===== config.mk =====
export PLATFORM = sky130hd
export DESIGN_NAME = lcd_ctrl
export DESIGN_NICKNAME = d
export VERILOG_FILES = /design/src/hdl/lcd_pkg.sv /design/src/hdl/lcd_ctrl.sv /design/src/hdl/lcd_regs.sv /design/src/hdl/lcd_timing.sv /design/src/hdl/oam_dma.sv /design/src/hdl/oam_ram.sv
export SDC_FILE = /design/constraint.sdc
export NUM_CORES = 1
export LEC_CHECK = 0
export BUFFER_PORTS_ARGS = -buffer_cell sky130_fd_sc_hd__buf_2
export CORE_ASPECT_RATIO = 1.1
export CORE_MARGIN = 5
export CORE_UTILIZATION = 51
export DETAILED_ROUTE_END_ITERATION = 8
export PLACE_DENSITY = 0.79
export SETUP_SLACK_MARGIN = 0.4
export SLEW_MARGIN = 30
export SYNTH_ARGS = -nofsm -noshare
export SYNTH_HDL_FRONTEND = slang
export SYNTH_HIERARCHICAL = 1
export SYNTH_SLANG_ARGS = --single-unit

===== constraint.sdc =====
create_clock -name clk_reg -period 7.8 [get_ports clk_reg]
set_clock_uncertainty 0.2 [all_clocks]
set_input_delay 0 -clock clk_reg [delete_from_list [all_inputs] [get_ports clk_reg]]
set_output_delay 0 -clock clk_reg [all_outputs]
set_load 0.05 [all_outputs]

===== src/hdl/lcd_pkg.sv =====
// lcd controller shared definitions
// register map, line/frame timing constants, oam dma sizes
// and the lcdc control byte with its flag view

package lcd_pkg;

	// stat mode field
	typedef logic [1:0] mode_t;

	// lcdc flag layout, bit 7 down to bit 0
	typedef struct packed {
		logic lcd_on;
		logic win_map;
		logic win_ena;
		logic tile_sel;
		logic bg_map;
		logic spr_size;
		logic spr_ena;
		logic bg_ena;
	} lcdc_flags_t;

	// cpu writes the raw byte, timing reads the flags
	typedef union packed {
		logic [7:0]  raw;
		lcdc_flags_t f;
	} lcdc_t;

	// ----------------------------------------------------------------------
	// line and frame timing
	localparam logic [8:0] LINE_LAST   = 9'd455;
	localparam logic [7:0] FRAME_LAST  = 8'd153;
	localparam logic [7:0] VBLANK_LINE = 8'd144;
	localparam logic [8:0] OAM_LEN     = 9'd80;
	localparam logic [8:0] MODE3_BASE  = 9'd256;
	localparam logic [8:0] SCX_EXTRA   = 9'd8;
	localparam logic [8:0] LATCH_H     = 9'd78;
	localparam logic [8:0] LCD_OFF_H   = 9'd4;

	// oam size and dma length, 4 cycles per byte
	localparam logic [7:0] OAM_SIZE = 8'd160;
	localparam logic [9:0] DMA_LEN  = 10'd640;

	// ----------------------------------------------------------------------
	// register addresses, low byte of 0xff4x
	localparam logic [7:0] ADDR_LCDC = 8'h40;
	localparam logic [7:0] ADDR_STAT = 8'h41;
	localparam logic [7:0] ADDR_SCY  = 8'h42;
	localparam logic [7:0] ADDR_SCX  = 8'h43;
	localparam logic [7:0] ADDR_LY   = 8'h44;
	localparam logic [7:0] ADDR_LYC  = 8'h45;
	localparam logic [7:0] ADDR_DMA  = 8'h46;
	localparam logic [7:0] ADDR_BGP  = 8'h47;
	localparam logic [7:0] ADDR_OBP0 = 8'h48;
	localparam logic [7:0] ADDR_OBP1 = 8'h49;
	localparam logic [7:0] ADDR_WY   = 8'h4A;
	localparam logic [7:0] ADDR_WX   = 8'h4B;

	// stat modes
	localparam mode_t MODE_HBLANK = 2'd0;
	localparam mode_t MODE_VBLANK = 2'd1;
	localparam mode_t MODE_OAM    = 2'd2;
	localparam mode_t MODE_XFER   = 2'd3;

endpackage


===== src/hdl/lcd_ctrl.sv =====
// lcd controller top level
// cpu register file, line timing, oam and its dma engine

`timescale 1ns/1ps

module lcd_ctrl (
	input  logic                clk_reg,
	input  logic                reset,
	input  logic                sel_reg,
	input  logic                sel_oam,
	input  logic                cpu_wr,
	input  logic [7:0]          cpu_addr,
	input  logic [7:0]          cpu_di,
	input  logic [7:0]          dma_data,
	output logic [7:0]          cpu_do,
	output logic                dma_rd,
	output logic                irq,
	output logic                vblank_irq,
	output logic                lcd_on,
	output logic [15:0]         dma_addr,
	output lcd_pkg::mode_t      mode
);

	lcd_pkg::lcdc_t lcdc;
	logic [7:0]     scx;
	logic [7:0]     lyc;
	logic [7:0]     ly;
	logic [7:0]     dma_page;
	logic [7:0]     oam_do;
	logic [7:0]     oam_waddr;
	logic [3:0]     stat_ena;
	logic           lyc_match;
	logic           dma_start;
	logic           dma_active;
	logic           oam_we;

	// ----------------------------------------------------------------------
	lcd_timing u_lcd_timing (
		.clk_reg(clk_reg), .reset(reset), .lcdc(lcdc), .scx(scx), .lyc(lyc),
		.stat_ena(stat_ena), .ly(ly), .mode(mode), .lyc_match(lyc_match),
		.irq(irq), .vblank_irq(vblank_irq)
	);

	lcd_regs u_lcd_regs (
		.clk_reg(clk_reg), .reset(reset), .sel_reg(sel_reg), .sel_oam(sel_oam),
		.cpu_wr(cpu_wr), .cpu_addr(cpu_addr), .cpu_di(cpu_di), .ly(ly), .mode(mode),
		.lyc_match(lyc_match), .oam_do(oam_do), .cpu_do(cpu_do), .lcdc(lcdc),
		.scx(scx), .lyc(lyc), .dma_page(dma_page), .stat_ena(stat_ena),
		.dma_start(dma_start)
	);

	// dma engine and the oam it fills
	oam_dma u_oam_dma (
		.clk_reg(clk_reg), .reset(reset), .dma_start(dma_start), .dma_page(dma_page),
		.dma_data(dma_data), .dma_active(dma_active), .dma_addr(dma_addr),
		.oam_waddr(oam_waddr), .oam_we(oam_we)
	);

	oam_ram u_oam_ram (
		.clk_reg(clk_reg), .sel_oam(sel_oam), .cpu_wr(cpu_wr), .cpu_addr(cpu_addr),
		.cpu_di(cpu_di), .mode(mode), .dma_active(dma_active), .oam_we(oam_we),
		.oam_waddr(oam_waddr), .dma_data(dma_data), .oam_do(oam_do)
	);

	// memory read strobe follows the dma window
	assign dma_rd = dma_active;
	assign lcd_on = lcdc.f.lcd_on;

endmodule


===== src/hdl/lcd_regs.sv =====
// lcd cpu register file
// 0x40..0x4b registers, cpu read multiplexer including oam data
// and the dma start strobe

`timescale 1ns/1ps

module lcd_regs (
	input  logic                clk_reg,
	input  logic                reset,
	input  logic                sel_reg,
	input  logic                sel_oam,
	input  logic                cpu_wr,
	input  logic [7:0]          cpu_addr,
	input  logic [7:0]          cpu_di,
	input  logic [7:0]          ly,
	input  lcd_pkg::mode_t      mode,
	input  logic                lyc_match,
	input  logic [7:0]          oam_do,
	output logic [7:0]          cpu_do,
	output lcd_pkg::lcdc_t      lcdc,
	output logic [7:0]          scx,
	output logic [7:0]          lyc,
	output logic [7:0]          dma_page,
	output logic [3:0]          stat_ena,
	output logic                dma_start
);

	logic [7:0] scy;
	logic [7:0] bgp;
	logic [7:0] obp0;
	logic [7:0] obp1;
	logic [7:0] wy;
	logic [7:0] wx;
	logic [7:0] reg_do;
	logic       reg_we;

	assign reg_we = sel_reg && cpu_wr;

	// ----------------------------------------------------------------------
	// register writes
	always_ff @(posedge clk_reg) begin
		if (reset) begin
			// lcd starts off
			lcdc.raw <= 8'h00;
			stat_ena <= 4'h0;
			scy <= 8'h00;
			scx <= 8'h00;
			lyc <= 8'h00;
			dma_page <= 8'h00;
			bgp <= 8'hFC;
			obp0 <= 8'hFF;
			obp1 <= 8'hFF;
			wy <= 8'h00;
			wx <= 8'h00;
		end else if (reg_we) begin
			case (cpu_addr)
				lcd_pkg::ADDR_LCDC: lcdc.raw <= cpu_di;
				// only the enable bits of stat are writable
				lcd_pkg::ADDR_STAT: stat_ena <= cpu_di[6:3];
				lcd_pkg::ADDR_SCY:  scy <= cpu_di;
				lcd_pkg::ADDR_SCX:  scx <= cpu_di;
				lcd_pkg::ADDR_LYC:  lyc <= cpu_di;
				lcd_pkg::ADDR_DMA:  dma_page <= cpu_di;
				lcd_pkg::ADDR_BGP:  bgp <= cpu_di;
				lcd_pkg::ADDR_OBP0: obp0 <= cpu_di;
				lcd_pkg::ADDR_OBP1: obp1 <= cpu_di;
				lcd_pkg::ADDR_WY:   wy <= cpu_di;
				lcd_pkg::ADDR_WX:   wx <= cpu_di;
				default: ;
			endcase
		end
	end

	// dma kicks off the cycle after the page is written
	always_ff @(posedge clk_reg) begin
		if (reset)
			dma_start <= 1'b0;
		else
			dma_start <= reg_we && (cpu_addr == lcd_pkg::ADDR_DMA);
	end

	// ----------------------------------------------------------------------
	// read multiplexer, unmapped addresses float high
	always_comb begin
		case (cpu_addr)
			lcd_pkg::ADDR_LCDC: reg_do = lcdc.raw;
			lcd_pkg::ADDR_STAT: reg_do = {1'b1, stat_ena, lyc_match, mode};
			lcd_pkg::ADDR_SCY:  reg_do = scy;
			lcd_pkg::ADDR_SCX:  reg_do = scx;
			lcd_pkg::ADDR_LY:   reg_do = ly;
			lcd_pkg::ADDR_LYC:  reg_do = lyc;
			lcd_pkg::ADDR_DMA:  reg_do = dma_page;
			lcd_pkg::ADDR_BGP:  reg_do = bgp;
			lcd_pkg::ADDR_OBP0: reg_do = obp0;
			lcd_pkg::ADDR_OBP1: reg_do = obp1;
			lcd_pkg::ADDR_WY:   reg_do = wy;
			lcd_pkg::ADDR_WX:   reg_do = wx;
			default:            reg_do = 8'hFF;
		endcase
	end

	// oam select overrides the register space
	assign cpu_do = sel_oam ? oam_do : reg_do;

endmodule


===== src/hdl/lcd_timing.sv =====
// lcd line/frame timing
// horizontal and vertical counters, stat mode, ly/lyc compare
// and the stat and vblank interrupt pulses

`timescale 1ns/1ps

module lcd_timing (
	input  logic                clk_reg,
	input  logic                reset,
	input  lcd_pkg::lcdc_t      lcdc,
	input  logic [7:0]          scx,
	input  logic [7:0]          lyc,
	input  logic [3:0]          stat_ena,
	output logic [7:0]          ly,
	output lcd_pkg::mode_t      mode,
	output logic                lyc_match,
	output logic                irq,
	output logic                vblank_irq
);

	logic [8:0] h_cnt;
	logic [7:0] scx_r;
	logic [8:0] hblank_h;
	logic       visible;
	logic       src_lyc;
	logic       src_oam;
	logic       src_vbl;
	logic       src_hbl;

	// ----------------------------------------------------------------------
	// counters, held while the lcd is off
	always_ff @(posedge clk_reg) begin
		if (reset || !lcdc.f.lcd_on) begin
			h_cnt <= lcd_pkg::LCD_OFF_H;
			ly <= 8'd0;
			scx_r <= 8'd0;
		end else begin
			// scx is sampled just before the transfer phase
			if (h_cnt == lcd_pkg::LATCH_H)
				scx_r <= scx;
			if (h_cnt == lcd_pkg::LINE_LAST) begin
				h_cnt <= 9'd0;
				if (ly == lcd_pkg::FRAME_LAST)
					ly <= 8'd0;
				else
					ly <= ly + 8'd1;
			end else begin
				h_cnt <= h_cnt + 9'd1;
			end
		end
	end

	// fine scroll costs one more tile fetch, so hblank starts later
	assign hblank_h = (scx_r[2:0] != 3'd0) ? lcd_pkg::MODE3_BASE + lcd_pkg::SCX_EXTRA
		: lcd_pkg::MODE3_BASE;

	assign visible = (ly < lcd_pkg::VBLANK_LINE);
	assign lyc_match = (ly == lyc);

	// ----------------------------------------------------------------------
	// stat mode
	always_comb begin
		if (!lcdc.f.lcd_on)
			mode = lcd_pkg::MODE_HBLANK;
		// first cycles of a line still report hblank
		else if (h_cnt < lcd_pkg::LCD_OFF_H && ly <= lcd_pkg::VBLANK_LINE)
			mode = lcd_pkg::MODE_HBLANK;
		else if (!visible)
			mode = lcd_pkg::MODE_VBLANK;
		else if (h_cnt <= lcd_pkg::OAM_LEN)
			mode = lcd_pkg::MODE_OAM;
		else if (h_cnt >= hblank_h)
			mode = lcd_pkg::MODE_HBLANK;
		else
			mode = lcd_pkg::MODE_XFER;
	end

	// ----------------------------------------------------------------------
	// interrupt sources, stat_ena[3:0] maps to stat bits 6..3
	assign src_lyc = stat_ena[3] && (h_cnt == 9'd2) && lyc_match;
	// oam and hblank phases only exist on visible lines
	assign src_oam = stat_ena[2] && (h_cnt == 9'd0) && visible;
	assign src_vbl = (h_cnt == lcd_pkg::LINE_LAST) && (ly == lcd_pkg::VBLANK_LINE - 8'd1);
	assign src_hbl = stat_ena[0] && (h_cnt == hblank_h) && visible;

	// one cycle pulses, registered after the condition
	always_ff @(posedge clk_reg) begin
		if (reset) begin
			irq <= 1'b0;
			vblank_irq <= 1'b0;
		end else begin
			irq <= src_lyc || src_oam || (stat_ena[1] && src_vbl) || src_hbl;
			vblank_irq <= src_vbl;
		end
	end

	// ----------------------------------------------------------------------
	a_hcnt_range: assert property (@(posedge clk_reg) disable iff (reset)
		h_cnt <= lcd_pkg::LINE_LAST)
		else $error("h_cnt past end of line");

	// sources sit on distinct line positions, so irq never merges
	a_irq_pulse: assert property (@(posedge clk_reg) disable iff (reset)
		irq |=> !irq)
		else $error("irq high for two cycles");

endmodule


===== src/hdl/oam_dma.sv =====
// oam dma sequencer
// copies 160 bytes from page*256 of system memory into oam,
// one byte every 4 cycles

`timescale 1ns/1ps

module oam_dma (
	input  logic        clk_reg,
	input  logic        reset,
	input  logic        dma_start,
	input  logic [7:0]  dma_page,
	input  logic [7:0]  dma_data,
	output logic        dma_active,
	output logic [15:0] dma_addr,
	output logic [7:0]  oam_waddr,
	output logic        oam_we
);

	logic [9:0] dma_cnt;

	// a new start always restarts from byte 0
	always_ff @(posedge clk_reg) begin
		if (reset) begin
			dma_active <= 1'b0;
			dma_cnt <= 10'd0;
		end else if (dma_start) begin
			dma_active <= 1'b1;
			dma_cnt <= 10'd0;
		end else if (dma_active) begin
			if (dma_cnt == lcd_pkg::DMA_LEN - 10'd1)
				dma_active <= 1'b0;
			else
				dma_cnt <= dma_cnt + 10'd1;
		end
	end

	// byte index is the counter over 4
	assign oam_waddr = dma_cnt[9:2];
	assign dma_addr = {dma_page, oam_waddr};
	// write mid-slot, memory data has settled by then
	assign oam_we = dma_active && (dma_cnt[1:0] == 2'd2);

	a_waddr_range: assert property (@(posedge clk_reg) disable iff (reset)
		oam_we |-> (oam_waddr < lcd_pkg::OAM_SIZE) && !$isunknown(dma_data))
		else $error("dma write outside oam or with unknown data");

endmodule


===== src/hdl/oam_ram.sv =====
// object attribute memory
// 160 bytes, dma writes take priority over cpu writes,
// cpu writes are locked out during oam scan and transfer

`timescale 1ns/1ps

module oam_ram (
	input  logic                clk_reg,
	input  logic                sel_oam,
	input  logic                cpu_wr,
	input  logic [7:0]          cpu_addr,
	input  logic [7:0]          cpu_di,
	input  lcd_pkg::mode_t      mode,
	input  logic                dma_active,
	input  logic                oam_we,
	input  logic [7:0]          oam_waddr,
	input  logic [7:0]          dma_data,
	output logic [7:0]          oam_do
);

	logic [7:0] mem [lcd_pkg::OAM_SIZE];
	logic [7:0] waddr;
	logic [7:0] wdata;
	logic       we;
	logic       cpu_ok;

	// modes 2 and 3 both have bit 1 set
	assign cpu_ok = sel_oam && cpu_wr && !mode[1] && (cpu_addr < lcd_pkg::OAM_SIZE);

	// dma owns the write port while it runs
	assign waddr = dma_active ? oam_waddr : cpu_addr;
	assign wdata = dma_active ? dma_data : cpu_di;
	assign we = dma_active ? oam_we : cpu_ok;

	always_ff @(posedge clk_reg) begin
		if (we)
			mem[waddr] <= wdata;
	end

	// cpu sees 0xff beyond the table and while dma is busy
	assign oam_do = (dma_active || cpu_addr >= lcd_pkg::OAM_SIZE) ? 8'hFF : mem[cpu_addr];

endmodule


==> results of run 1 <==
through the flow:
stage / worst slack (ns) / utilization / instance area, um^2 / instances / hold WS, ns
after global routing: 3.24 / 0.568 / 62700 / 4663 / 0.0280
after global placement: 3.42 / 0.523 / 57700 / 4386 / 0.201
after CTS: 3.54 / 0.567 / 62600 / 4660 / 0.00667
after floorplan: 3.34 / - / 56500 / 3061 / -0.131
final: 3.38 / 0.568 / 62700 / 4663 / 0.0290
after detailed placement: 3.54 / 0.523 / 57700 / 4386 / 0.204
cell type report:
class	count	area [um^2]	share of cell area
clock buffer	147	3350	0.0534
multi-input combinational	1420	14400	0.229
inverter	38	145	0.00231
timing repair buffer	138	1060	0.0169
clock inverter	92	1190	0.0190
tap	1430	1790	0.0285
sequential	1398	40800	0.651
report_power, final:
| group | internal, W | switching (W) | leakage (nW) |
|---|---|---|---|
| Combinational | 0.000265 | 0.000556 | 5.03 |
| Clock | 0.00380 | 0.00292 | 2.21 |
| Sequential | 0.00817 | 0.00000118 | 12.5 |
logic make-up after synthesis:
group                    after synthesis
flip-flops                          1398
AND/OR/NAND/NOR                      592
buffers and inverters                243
XOR/XNOR                              21
AO/OA/AOI/OAI                        313
multiplexers                         485
adder cells (fa/ha/maj)                9
routing by layer:
layer	vias up	global-route usage
li1	12500	-
met1	15900	0.327
met2	2553	0.400
met3	575	0.0678
met4	2	0.131
met5	-	0.00328
worst min path at each step:
stage / startpoint / endpoint / slack, ns / cells after the start
after global placement: cpu_di[0] / u_lcd_regs/wx[0] / 0.20 / 3
after CTS: dma_data[4] / u_oam_ram/mem[60][4] / 0.007 / 2
after global routing: dma_data[4] / u_oam_ram/mem[60][4] / 0.03 / 2
after floorplan: reset / u_oam_dma/dma_active / -0.13 / 1
final: dma_data[4] / u_oam_ram/mem[60][4] / 0.03 / 2
after detailed placement: cpu_di[0] / u_lcd_regs/wy[0] / 0.20 / 3
critical path: stages:
cell and delay (ns):
buf_8 0.55, buf_12 0.69, or3b_2 0.72, o221ai_1 0.37, a211oi_1 0.10, a211oi_1 0.34, o31ai_1 0.16, o21ai_0 0.39
inv_1 0.18, a32oi_1 0.24, buf_2 0.31
state kept, by name, summed over array words and instances (netlist names):
register                 cells
u_lcd_regs/stat_ena          4
u_lcd_timing/scx_r           3
u_lcd_regs/lcdc              8
u_lcd_regs/bgp               8
u_lcd_regs/scx               8
u_lcd_regs/obp1              8
u_lcd_regs/scy               8
u_lcd_regs/wy                8
u_lcd_regs/obp0              8
u_lcd_regs/dma_start         1
u_oam_ram/mem             1280
u_oam_dma/dma_cnt           10
u_lcd_regs/wx                8
u_lcd_regs/dma_page          8
u_lcd_timing/irq             1
u_lcd_timing/ly              8
u_lcd_timing/h_cnt           9
u_lcd_regs/lyc               8
u_oam_dma/dma_active         1
u_lcd_timing/vblank_irq      1
repair_timing:
item,CTS,global route
hold buffers,35,2
resized for setup,0,0
endpoints found under the setup margin,0,0
endpoints found under the hold margin,275,158
cells in the final DEF (no fill, tap or decap), types with 19 or more instances in the layout:
cell type,count
nand2_1,142
nor2_1,254
clkinv_1,25
mux4_2,326
clkbuf_16,131
dlygate4sd3_1,37
a221oi_1,31
nand3_1,45
buf_4,39
edfxtp_1,1280
dfxtp_1,117
buf_2,55
a21oi_1,52
mux2i_1,143
clkinv_2,24
inv_1,37
bufinv_16,19
a22oi_1,20
o21ai_0,60
==> out/qor.yml, run 1 <==
rrSetupSlack_ns: 3.39
synth_top_area_cell: "edfxtp_1"
critPathCaptureType: "primary output"
ys_ff_latch: 1398
ys.flop_type: "edfxtp_1"
drive_gt1_frac: 0.212
synth_compound_area_frac: 0.0391
endpoint: "cpu_do[2]"
setup_viol: 0
area_delta_synth_final_pct: 11.0
finalCritPeriodShare: 0.566
root_buffer: "clkbuf_16"
synthMuxAreaShare: 0.159
hold_class: "in2reg"
avgViaCountPerCell: 6.76
p_leak_nw: 19.7
rr_startpoint: "u_lcd_timing/scx_r[0]"
startpoint: "cpu_addr[1]"
place_congestion: 0.955
slew_viol_final: 0
synth-adder-area-share: 0.00199
avgSynthCellArea_um2: 18.4
total_power_w: 0.0157
clk_latency_ns: 0.77
finalHoldViolations: 0
num_vias: 31500
antenna_found_initial: 1
violations: "DRC"
grt_pass1_wl_mm: 218
slew-limit-headroom: 0.267
ys_seq_area_frac: 0.723
rsz0062_at_grt: "false"
async_flop_share: 0
portBuffers: 58
dp_hpwl_mm: 88.1
cts.sinks: 1398
dieArea_um2: 117000
wl_met1_mm: 51.5
tightest_slew_ns: 1.10
synth_top_area_share: 0.681
synthSimpleGateAreaFrac: 0.0501
cts_tree: "built"
synthTopCellsByCount: "edfxtp_1, mux4_2, nor2_1, mux2i_1, nand2_1"
reg2reg_depth: 9
overflow: 0
min_period_ns: 4.42
required_ns: 7.60
num_rows: 128
pin_count: 59
drtIter0Drc: 4984
core_area_um2: 110000
synth-edff-count: 1280
cp.arrival_ns: 4.22
dr_wl_met3_mm: 18.4
dr.pass1.iters: 9
r2r-end: "u_oam_ram/mem[143][0]"
clockBufferDepth: 3
syn_inst: 3061
wl_met2_mm: 71.1
htreeDepth: 4
outcome: "finished with violations"
finalWirelength_mm: 151
grt_pass1_vias: 31200
synth_nets: 3099
peakVddDrop_mv: 0.192
insertedDiodeCount: 0
wire_per_inst_um: 32.4
yosysWarnings: 6
die_y_um: 359
finalNetCount: 3165
synth_area_leaders: "edfxtp_1, mux4_2, dfxtp_1"
cts_buffers: 131
maxCapViolations: 0
startpoint_type: "input pin"
postCtsSetupBuffers: 0
critPathKind: "in2out"
cellPowerDensity_nw_per_um2: 251
grt_max_degree: 144
max_freq_mhz: 226
synth.most_common_cell: "edfxtp_1"
initial_core_util: 0.512
clk_pin_slew_ns: 0.07
yosys.area_share.xor_xnor: 0.00326
synth_top_family_by_area: "multiplexers"
die_w_um: 327
grt_use_total: 0.253
netlist_area_um2: 56500
remaining_drc_errors: 7
fillers: 7717
crit_fanout: 143
ant_nets: 0
tns_ns: 0
maxUsedRoutingLayer: "met5"
ys_types: 95
(Power assumes the default switching activity.)
==> run 2, diff against run 1 <==
Clock period 7.8 ns to 4.5 ns, I/O delays scaled along.
==> run 2 against run 1 <==
The run now ends clean. Design area grew 0.73%. Sequential power grew 74%. Clock-buffer cell count shrank 11. Flip-flop and latch count is the same. Wire length shrank 4.3%. Clock power grew 58%. Non-clock buffer count grew 120. Core utilization grew 0.41 points. Die area is the same. Sequential share of layout area shrank 0.47 points. Critical endpoint is now u_oam_ram/mem[72][1]. Largest power group unchanged.
==> out/qor.yml, run 2 (synthesized netlist as in run 1, its figures left out) <==
max_freq_mhz: 242
drive_gt1_frac: 0.243
finalCritPeriodShare: 0.919
place_congestion: 0.996
area_delta_synth_final_pct: 11.8
die_y_um: 359
pin_count: 59
tightest_slew_ns: 1.09
finalWirelength_mm: 144
finalNetCount: 3273
required_ns: 4.62
switchingPower_w: 0.00549
clockBufferDepth: 3
sequentialPowerShare: 0.541
top_register: "u_oam_ram/mem"
combPwrFrac: 0.054
ant_nets: 0
critPathCaptureType: "flop"
crit_slowest_cell: "nor2_1"
drtIter0Drc: 4627
critPathKind: "reg2reg"
tns_ns: 0
placed_area_um2: 59000
min_period_ns: 4.13
critical_path.cell_chain: "or3_1, ha_1, a2111oi_0, o21ai_0, nor3b_2, o31ai_2, buf_4, and2_1, nand2_1, nor2_1"
startpoint_type: "flop"
num_rows: 128
portBuffers: 58
dieArea_um2: 117000
grt_pass1_wl_mm: 212
rrSetupSlack_ns: 0.37
setup_viol: 0
crit_family: "simple AND/OR/NAND/NOR gates"
grt_use_total: 0.243
p_int_w: 0.0207
htreeDepth: 3
cts.sinks: 1398
peakVddDrop_mv: 0.307
rsz0062_at_grt: "true"
cts_buffers: 119
cp.arrival_ns: 4.25
avgViaCountPerCell: 6.53
finalHoldViolations: 0
slowest_delay_ns: 0.74
slew_viol_final: 0
maxCapViolations: 0
p_leak_nw: 20.1
final_cell_mix: "edfxtp_1, mux4_2, nor2_1"
grt_pass1_vias: 31100
hold_class: "in2reg"
outcome: "finished, final reports clean"
dp_hpwl_mm: 90.0
cts_tree: "built"
core_area_um2: 110000
critPathBufInv: 1
remaining_drc_errors: 0
swShare: 0.210
fin_util: 0.572
dr.pass1.iters: 8
root_buffer: "clkbuf_16"
wire_per_inst_um: 30.3
slew-limit-headroom: 0.274
antenna_found_initial: 1
design_area_um2: 63200
largest_reg_flops: 1280
die_w_um: 327
cellPowerDensity_nw_per_um2: 414
p_clk_frac: 0.404
initial_core_util: 0.512
top_regs: "u_oam_ram/mem (1280), u_oam_dma/dma_cnt (10), u_lcd_timing/h_cnt (9)"
grt_max_degree: 161
overflow: 0
clk_pin_slew_ns: 0.07
num_vias: 31100
hold_slack_ns: 0.00918
clk_latency_ns: 0.71
layout_commonest_cell: "edfxtp_1"
crit_fanout: 19
-- run 2: repair_timing --
item / 4_1_cts / 5_1_grt
setup endpoints to repair: 0 / 249
gates resized for setup: 0 / 11
endpoints found under the hold margin: 154 / 2
hold buffers: 12 / 1
setup buffers: 0 / 0
-- run 2: path summary, 6_finish.rpt --
check	from	end	cells past startpoint
min	dma_data[4]	u_oam_ram/mem[57][4]	2
min reg2reg	u_lcd_regs/obp0[0]	u_lcd_regs/obp0[0]	1
max reg2reg	u_lcd_timing/scx_r[0]	u_oam_ram/mem[72][1]	10
max	u_lcd_timing/scx_r[0]	u_oam_ram/mem[72][1]	10
-- run 2: final cells by class --
class / instances / area [um^2]
diodes: 1 / 2.50
clock buffers: 136 / 3060
clock inverters: 87 / 946
fillers: 7699 / 47200
inverters: 38 / 145
multi-input cells: 1420 / 14400
flip-flops and latches: 1398 / 40800
well taps: 1430 / 1790
repair buffers: 258 / 2040
-- run 2: worst reg2reg max path: stages (launching register included) --
cell       delay (ns)
dfxtp_1          0.31
or3_1            0.37
ha_1             0.30
a2111oi_0        0.10
o21ai_0          0.29
nor3b_2          0.12
o31ai_2          0.34
buf_4            0.30
and2_1           0.21
nand2_1          0.45
nor2_1           0.74
-- run 2: layer usage --
metal  track usage  part of all wire
met5             0          0.000042
met4         0.116             0.061
met3        0.0653              0.11
met2         0.395              0.48
met1         0.306              0.35
-- run 2: per-stage QoR --
stage / instances / total power (W) / setup WS, ns
detailed placement: 4531 / 0.0158 / 0.471
global placement: 4531 / 0.0158 / 0.562
finish: 4768 / 0.0262 / 0.366
floorplan: 3061 / 0.0153 / 0.695
CTS: 4766 / 0.0262 / 0.450
global route: 4767 / 0.0269 / 0.253
-- run 2: power groups by stage --
stage / sequential, W / combinational (W) / clock [W]
finish: 0.0142 / 0.00142 / 0.0106
global route: 0.0142 / 0.00146 / 0.0113
CTS: 0.0142 / 0.00138 / 0.0107
detailed placement: 0.0144 / 0.00136 / 0
global placement: 0.0144 / 0.00134 / 0
floorplan: 0.0145 / 0.000842 / 0
